### src/hdl/microbio_pkg.sv
//--------------------------------------------------------------------
// Shared constants of the LED sequencer: instruction format, opcodes,
// FSM encoding and the WAIT timer period
// wait_period is short for simulation; raise it for a board build
//--------------------------------------------------------------------
`default_nettype none

package microbio_pkg;

  //--------------------------------------------------------------------
  // Program memory geometry
  //--------------------------------------------------------------------
  // Address width of the program counter and memory
  localparam int addr_w = 6;
  // One instruction word
  localparam int data_w = 8;
  localparam int mem_depth = 64;

  //--------------------------------------------------------------------
  // Instruction format: op in the top 2 bits, data field below
  //--------------------------------------------------------------------
  localparam int op_w = 2;

  // Pause until the next timer tick
  localparam logic [op_w-1:0] op_wait = 2'b00;
  // Stop for good, raises stop
  localparam logic [op_w-1:0] op_halt = 2'b01;
  // Load the low data bits into the LED register
  localparam logic [op_w-1:0] op_leds = 2'b10;
  // Jump to the data field address
  localparam logic [op_w-1:0] op_jp = 2'b11;

  // LED register width, taken from the low data bits
  localparam int led_w = 4;

  //--------------------------------------------------------------------
  // WAIT timer
  //--------------------------------------------------------------------
  // Clock cycles between ticks
  localparam int wait_period = 16;
  localparam int tmr_w = $clog2(wait_period);

  // Control unit states
  typedef enum logic [1:0] {
    st_init  = 2'd0,
    st_fetch = 2'd1,
    st_exec  = 2'd2
  } state_t;

endpackage

`default_nettype wire

### src/hdl/prog_mem.sv
//--------------------------------------------------------------------
// 64x8 program memory, APB slave for load and readback, plus a fetch
// port with one cycle of read latency. No APB wait states
// Writes are refused with pslverr while run is high
//--------------------------------------------------------------------
`default_nettype none

module prog_mem (
  input  wire                               clk,
  input  wire                               rstn,
  input  wire                               run,
  input  wire                               psel,
  input  wire                               penable,
  input  wire                               pwrite,
  input  wire  [microbio_pkg::addr_w-1:0]   paddr,
  input  wire  [microbio_pkg::data_w-1:0]   pwdata,
  output logic [microbio_pkg::data_w-1:0]   prdata,
  output logic                              pready,
  output logic                              pslverr,
  input  wire  [microbio_pkg::addr_w-1:0]   fetch_addr,
  output logic [microbio_pkg::data_w-1:0]   fetch_data
);
  import microbio_pkg::*;

  logic [data_w-1:0] mem [mem_depth];
  logic              setup;
  logic              access;

  // APB phases
  assign setup  = psel && !penable;
  assign access = psel && penable;

  // Every transfer completes in its first access cycle
  assign pready = 1'b1;

  // Write decision taken in the setup cycle, error shown in access
  always_ff @(posedge clk) begin
    if (!rstn) begin
      pslverr <= 1'b0;
    end else begin
      pslverr <= setup && pwrite && run;
    end
  end

  // Array write on the access cycle unless refused
  always_ff @(posedge clk) begin
    if (access && pwrite && !pslverr) begin
      mem[paddr] <= pwdata;
    end
  end

  // APB read started in setup, data valid during access
  always_ff @(posedge clk) begin
    if (setup) begin
      prdata <= mem[paddr];
    end
  end

  // Fetch port, registered read
  always_ff @(posedge clk) begin
    fetch_data <= mem[fetch_addr];
  end

  // Host must keep psel high through the access phase
  a_penable_psel: assert property (@(posedge clk) disable iff (!rstn)
    penable |-> psel);

  // Error only reported in the access cycle of a transfer
  a_slverr_access: assert property (@(posedge clk) disable iff (!rstn)
    pslverr |-> psel && penable && pwrite);

endmodule

`default_nettype wire

### src/hdl/wait_timer.sv
//--------------------------------------------------------------------
// Free-running tick generator for the WAIT instruction
// tick is high for one cycle every wait_period cycles
//--------------------------------------------------------------------
`default_nettype none

module wait_timer (
  input  wire  clk,
  input  wire  rstn,
  output logic tick
);
  import microbio_pkg::*;

  logic [tmr_w-1:0] cnt;

  // Count 0 .. wait_period-1, pulse on wrap
  always_ff @(posedge clk) begin
    if (!rstn) begin
      cnt  <= '0;
      tick <= 1'b0;
    end else if (cnt == tmr_w'(wait_period - 1)) begin
      cnt  <= '0;
      tick <= 1'b1;
    end else begin
      cnt  <= cnt + 1'b1;
      tick <= 1'b0;
    end
  end

endmodule

`default_nettype wire

### src/hdl/microbio_core.sv
//--------------------------------------------------------------------
// Fetch/execute control unit: pc, instruction register, LEDs, stop
// Expects fetch_data one cycle after fetch_addr
// After HALT the core stays stopped until rstn, even if run toggles
//--------------------------------------------------------------------
`default_nettype none

module microbio_core (
  input  wire                               clk,
  input  wire                               rstn,
  input  wire                               run,
  output logic [microbio_pkg::addr_w-1:0]   fetch_addr,
  input  wire  [microbio_pkg::data_w-1:0]   fetch_data,
  input  wire                               tick,
  output logic [microbio_pkg::led_w-1:0]    leds,
  output logic                              stop
);
  import microbio_pkg::*;

  state_t            state;
  state_t            state_nxt;
  logic [addr_w-1:0] pc;
  logic [data_w-1:0] ir;
  logic [op_w-1:0]   op;
  logic [addr_w-1:0] dat;

  // Control strobes from the FSM
  logic pc_inc;
  logic pc_load;
  logic ir_load;
  logic leds_load;
  logic halt;

  // Instruction fields
  assign op  = ir[data_w-1 -: op_w];
  assign dat = ir[addr_w-1:0];

  // pc addresses memory directly
  assign fetch_addr = pc;

  //--------------------------------------------------------------------
  // State register
  //--------------------------------------------------------------------
  always_ff @(posedge clk) begin
    if (!rstn) begin
      state <= st_init;
    end else begin
      state <= state_nxt;
    end
  end

  //--------------------------------------------------------------------
  // Next state and strobes
  //--------------------------------------------------------------------
  always_comb begin
    state_nxt = state;
    pc_inc    = 1'b0;
    pc_load   = 1'b0;
    ir_load   = 1'b0;
    leds_load = 1'b0;
    halt      = 1'b0;
    case (state)
      // Idle, or one cycle for memory to see pc
      st_init: begin
        if (run && !stop) begin
          state_nxt = st_fetch;
        end
      end
      // Capture the word and advance pc
      st_fetch: begin
        ir_load   = 1'b1;
        pc_inc    = 1'b1;
        state_nxt = st_exec;
      end
      st_exec: begin
        case (op)
          op_wait: begin
            // Hold until the timer ticks
            if (tick) begin
              state_nxt = st_fetch;
            end
          end
          op_halt: begin
            // Park here for good
            halt = 1'b1;
          end
          op_leds: begin
            leds_load = 1'b1;
            state_nxt = st_fetch;
          end
          default: begin
            // JP, extra init cycle so the new pc reaches memory
            pc_load   = 1'b1;
            state_nxt = st_init;
          end
        endcase
      end
      default: begin
        state_nxt = st_init;
      end
    endcase
    // Dropping run aborts the program, no side effects
    if (!run) begin
      state_nxt = st_init;
      pc_inc    = 1'b0;
      pc_load   = 1'b0;
      ir_load   = 1'b0;
      leds_load = 1'b0;
      halt      = 1'b0;
    end
  end

  //--------------------------------------------------------------------
  // Datapath registers
  //--------------------------------------------------------------------
  // Program counter, back to 0 whenever run is low
  always_ff @(posedge clk) begin
    if (!rstn || !run) begin
      pc <= '0;
    end else if (pc_load) begin
      pc <= dat;
    end else if (pc_inc) begin
      pc <= pc + 1'b1;
    end
  end

  // Instruction register
  always_ff @(posedge clk) begin
    if (ir_load) begin
      ir <= fetch_data;
    end
  end

  // LEDs and stop, only rstn clears them
  always_ff @(posedge clk) begin
    if (!rstn) begin
      leds <= '0;
      stop <= 1'b0;
    end else begin
      if (leds_load) begin
        leds <= dat[led_w-1:0];
      end
      if (halt) begin
        stop <= 1'b1;
      end
    end
  end

  // Stop is sticky until reset
  a_stop_sticky: assert property (@(posedge clk) disable iff (!rstn)
    stop |=> stop);

  // A halted core no longer touches the LEDs
  a_leds_frozen: assert property (@(posedge clk) disable iff (!rstn)
    stop |=> $stable(leds));

endmodule

`default_nettype wire

### src/hdl/microbio_top.sv
//--------------------------------------------------------------------
// LED sequencer top: program memory, WAIT timer and control unit
// Load the program over APB with run low, then raise run
//--------------------------------------------------------------------
`default_nettype none

module microbio_top (
  input  wire                               clk,
  input  wire                               rstn,
  input  wire                               run,
  input  wire                               psel,
  input  wire                               penable,
  input  wire                               pwrite,
  input  wire  [microbio_pkg::addr_w-1:0]   paddr,
  input  wire  [microbio_pkg::data_w-1:0]   pwdata,
  output logic [microbio_pkg::data_w-1:0]   prdata,
  output logic                              pready,
  output logic                              pslverr,
  output logic [microbio_pkg::led_w-1:0]    leds,
  output logic                              stop
);
  import microbio_pkg::*;

  // Core to memory fetch path
  logic [addr_w-1:0] fetch_addr;
  logic [data_w-1:0] fetch_data;
  // WAIT pacing
  logic              tick;

  prog_mem i_mem (
    .clk        (clk),
    .rstn       (rstn),
    .run        (run),
    .psel       (psel),
    .penable    (penable),
    .pwrite     (pwrite),
    .paddr      (paddr),
    .pwdata     (pwdata),
    .prdata     (prdata),
    .pready     (pready),
    .pslverr    (pslverr),
    .fetch_addr (fetch_addr),
    .fetch_data (fetch_data)
  );

  wait_timer i_timer (
    .clk  (clk),
    .rstn (rstn),
    .tick (tick)
  );

  microbio_core i_core (
    .clk        (clk),
    .rstn       (rstn),
    .run        (run),
    .fetch_addr (fetch_addr),
    .fetch_data (fetch_data),
    .tick       (tick),
    .leds       (leds),
    .stop       (stop)
  );

endmodule

`default_nettype wire

### config.mk
export PLATFORM = sky130hd
export DESIGN_NAME = microbio_top
export DESIGN_NICKNAME = d
export VERILOG_FILES = /design/src/hdl/microbio_pkg.sv /design/src/hdl/prog_mem.sv /design/src/hdl/wait_timer.sv /design/src/hdl/microbio_core.sv /design/src/hdl/microbio_top.sv
export SDC_FILE = /design/constraint.sdc
export NUM_CORES = 1
export LEC_CHECK = 0
export ABC_CLOCK_PERIOD_IN_PS = 2600
export BUFFER_PORTS_ARGS = -buffer_cell sky130_fd_sc_hd__buf_2
export CORE_MARGIN = 3
export CORE_UTILIZATION = 24
export CTS_BUF_LIST = sky130_fd_sc_hd__clkbuf_4 sky130_fd_sc_hd__clkbuf_8 sky130_fd_sc_hd__clkbuf_16
export DETAILED_ROUTE_END_ITERATION = 10
export GPL_ROUTABILITY_DRIVEN = 0
export HOLD_SLACK_MARGIN = 0.1
export PLACE_DENSITY = 0.38
export SLEW_MARGIN = 20
export SYNTH_ARGS = -nofsm -noshare
export SYNTH_HDL_FRONTEND = slang
export SYNTH_SLANG_ARGS = --single-unit
export TNS_END_PERCENT = 10
### constraint.sdc
create_clock -name clk -period 2.6 [get_ports clk]
set_clock_uncertainty 0.1 [all_clocks]
set_input_delay 0.13 -clock clk [delete_from_list [all_inputs] [get_ports clk]]
set_output_delay 0.13 -clock clk [all_outputs]
set_load 0.02 [all_outputs]
==> results.py <==
metrics = {
    "setup_path": {
        "critPathCaptureType": "flip-flop",
        "rr_endpoint": "i_mem.fetch_data[5]$_DFF_P_",
        "arrival_ns": 2.97,
        "r2r_cells": 7,
        "r2r_start": "i_core.fetch_addr[0]$_SDFFE_PN0P_",
        "rrSetupSlack_ns": 0.005,
        "path_buf_inv": 3,
        "cp_max_fo": 9,
        "cp_slowest_cell": "mux4_2",
        "start_kind": "flip-flop",
        "cp_top_family": "multiplexers",
        "crit_chain": "buf_12 > buf_12 > buf_12 > mux4_2 > mux2i_1 > a32oi_1 > and4_1",
        "cp_common_cell": "buf_12",
        "crit_type": "flip-flop to flip-flop",
        "cp.required_ns": 2.97,
        "crit_path_max_incr_delay_ns": 0.50,
    },
    "yosys": {
        "syn_area_mm2": 0.0259,
        "synth_top_cell_by_area": "edfxtp_1",
        "synth_top_area_frac": 0.612,
        "synth_fp_nets": 1624,
        "synthTopCellsByCount": "528 x edfxtp_1, 149 x mux4_2, 136 x mux2i_1",
        "ys.flop_type": "edfxtp_1",
        "synth_edf_count": 528,
        "netlist_instances": 1602,
        "synth_most_common_cell": "edfxtp_1",
        "yosysWarnings": 0,
        "synth-seq-cells": 555,
        "synth.area.top_cells": "edfxtp_1 61%, mux4_2 13%, mux2i_1 5.3%, dfxtp_1 2.1%, mux2_2 2.0%",
        "ys_async_sr_fraction": 0,
        "synth.avg_cell_area_um2": 16.2,
        "post_synth_num_cell_types": 72,
        "yosysSeqAreaShare": 0.633,
    },
    "cts": {
        "cts_setup_buffers": 0,
        "clk-insertion-delay-late_ns": 0.61,
        "clock-sinks": 555,
        "clockBufferDepth": 3,
        "clk_pin_slew_ns": 0.06,
        "cts_buffers": 67,
        "cts_tree": "built",
        "cts_root_buf": "clkbuf_16",
        "cts_max_level": 3,
    },
    "finish": {
        "fin_util": 0.307,
        "final_cell_area_mm2": 0.0326,
        "nets": 1956,
        "drive_above_1_share": 0.351,
        "areaGrowthSynthToFinish_pct": 25.8,
    },
    "sta": {
        "rsz0062_at_grt": "no",
        "slew_viol_final": 0,
        "slew-limit-headroom": 0.348,
        "fmaxAchievable_mhz": 385,
        "hold_viol": 0,
        "fin_crit_ns": 2.60,
        "min_period_over_period": 0.998,
        "setup_viol": 0,
        "worst_slew_pin_slew_ns": 0.979,
        "setup_tns_ns": 0,
    },
    "global_route": {
        "antenna_found_initial": 3,
        "first_global_vias": 17857,
        "gr-total-overflow": 0,
        "grt_usage": 0.190,
        "grt_pass1_wl_um": 149000,
        "grt_max_degree": 39,
    },
    "detailed_routing": {
        "drtIter0Drc": 1924,
        "routed_via_density": 5.16,
        "antenna_left": 0,
        "drcViolationCount": 0,
        "wl_per_cell_um": 31.7,
        "vias": 17438,
        "drt_wl_total_um": 107000,
        "first_pass_iters": 5,
    },
    "floorplan": {
        "ios": 35,
        "initial_utilization": 0.244,
        "fp-row-count": 119,
        "die_h_um": 334,
        "dieWidth_um": 334,
        "core-area_mm2": 0.106,
        "die-area_mm2": 0.112,
    },
    "outcome": {
        "status": "finished, final reports clean",
    },
    "hold_path": {
        "holdPathEnd": "i_mem.mem[48][7]$_DFFE_PP_",
        "hp-start": "pwdata[7]",
        "hold_class": "input port to flip-flop",
        "hold_depth": 1,
    },
    "placed_design": {
        "hpwlAfterDp_um": 79000,
        "portBuffers": 33,
        "placed_area_mm2": 0.0302,
    },
    "power_and_ir_drop": {
        "total_power_mw": 20.5,
        "p_per_area_mw_per_mm2": 629,
        "p_leak_nw": 10.7,
        "irDropWorstVdd_mv": 0.399,
    },
    "flow_run": {
        "maxCapViolations": 0,
    },
}
==> area by class of cell <==
class | count | area, µm²
clock buffer | 84 | 1880
sequential | 555 | 16400
multi-input combinational | 913 | 8830
tap | 1391 | 1740
fill | 10456 | 73600
clock inverter | 36 | 267
antenna | 3 | 7.51
timing repair buffer | 385 | 3380
inverter | 12 | 45.0
==> sequential cells by signal, indices dropped and copies added (netlist names) <==
register           count
i_core.fetch_addr      6
i_core.ir              8
i_core.leds            4
i_core.state           2
i_core.stop            1
i_mem.fetch_data       8
i_mem.mem            512
i_mem.prdata           8
i_mem.pslverr          1
i_timer.cnt            4
i_timer.tick           1
==> worst max-delay path by stage <==
stage          cells past startpoint                          end                               from
2_1_floorplan                      8    i_mem.mem[0][0]$_DFFE_PP_                           paddr[1]
3_3_place_gp                       8    i_mem.prdata[2]$_DFFE_PN_                           paddr[2]
3_5_place_dp                       8    i_mem.prdata[2]$_DFFE_PN_                           paddr[0]
4_1_cts                            9  i_mem.fetch_data[7]$_DFF_P_  i_core.fetch_addr[0]$_SDFFE_PN0P_
5_1_grt                            9     i_mem.pslverr$_SDFF_PN0_                            penable
6_report                           7  i_mem.fetch_data[5]$_DFF_P_  i_core.fetch_addr[0]$_SDFFE_PN0P_
==> cell families after synthesis <==
family,Yosys count,share of synthesized area
AO/OA/AOI/OAI,287,0.0823
other,1,0.000145
adder cells (fa/ha/maj),2,0.000966
flip-flops,555,0.633
multiplexers,333,0.203
buffers and inverters,134,0.0275
AND/OR/NAND/NOR,287,0.0518
XOR/XNOR,3,0.00102
==> what timing repair did <==
| item | in CTS | in global routing |
|---|---|---|
| gates resized for setup | 5 | 4 |
| endpoints found under the hold margin | 243 | 0 |
| hold buffers | 14 | 0 |
| setup endpoints to repair | 5 | 4 |
==> report_power, final <==
part	total (mW)	switching, mW	internal (mW)
Combinational	1.40	0.873	0.523
Sequential	9.85	0.0352	9.82
Clock	9.24	3.82	5.41
==> stage by stage <==
step	cells	worst slack [ns]	hold slack (ns)
after CTS	3376	0.0225	0.124
final	3379	0.00459	0.119
after global routing	3376	0.00207	0.152
after detailed placement	3242	-0.381	0.269
after floorplan	1602	0.418	0.129
after global placement	3242	-0.392	0.268
==> cell usage in the layout, fill, tap and decap left out, types with 10 or more instances in the layout <==
cell	n
nor2_1	125
a221o_1	15
nand3_1	19
clkbuf_4	11
a21oi_1	31
mux2_2	46
mux4_2	149
o21ai_0	26
a211o_1	12
dlygate4sd3_1	14
buf_12	42
a221oi_1	35
clkinv_2	14
o22ai_1	38
dfxtp_1	23
clkinv_1	13
clkbuf_16	70
o221ai_1	14
buf_2	30
edfxtp_1	528
nand2b_1	10
nand2_1	63
mux2i_1	136
a211oi_1	12
a22oi_1	34
buf_4	297
nor2b_1	11
==> metal layers <==
layer / vias up / GRT usage / part of all wire
li1: 7299 / - / -
met1: 9322 / 0.265 / 0.44
met2: 676 / 0.305 / 0.46
met3: 141 / 0.0318 / 0.067
met4: 0 / 0.0538 / 0.026
met5: - / 0 / 0
Note: power is estimated with default switching activity, not from simulation.
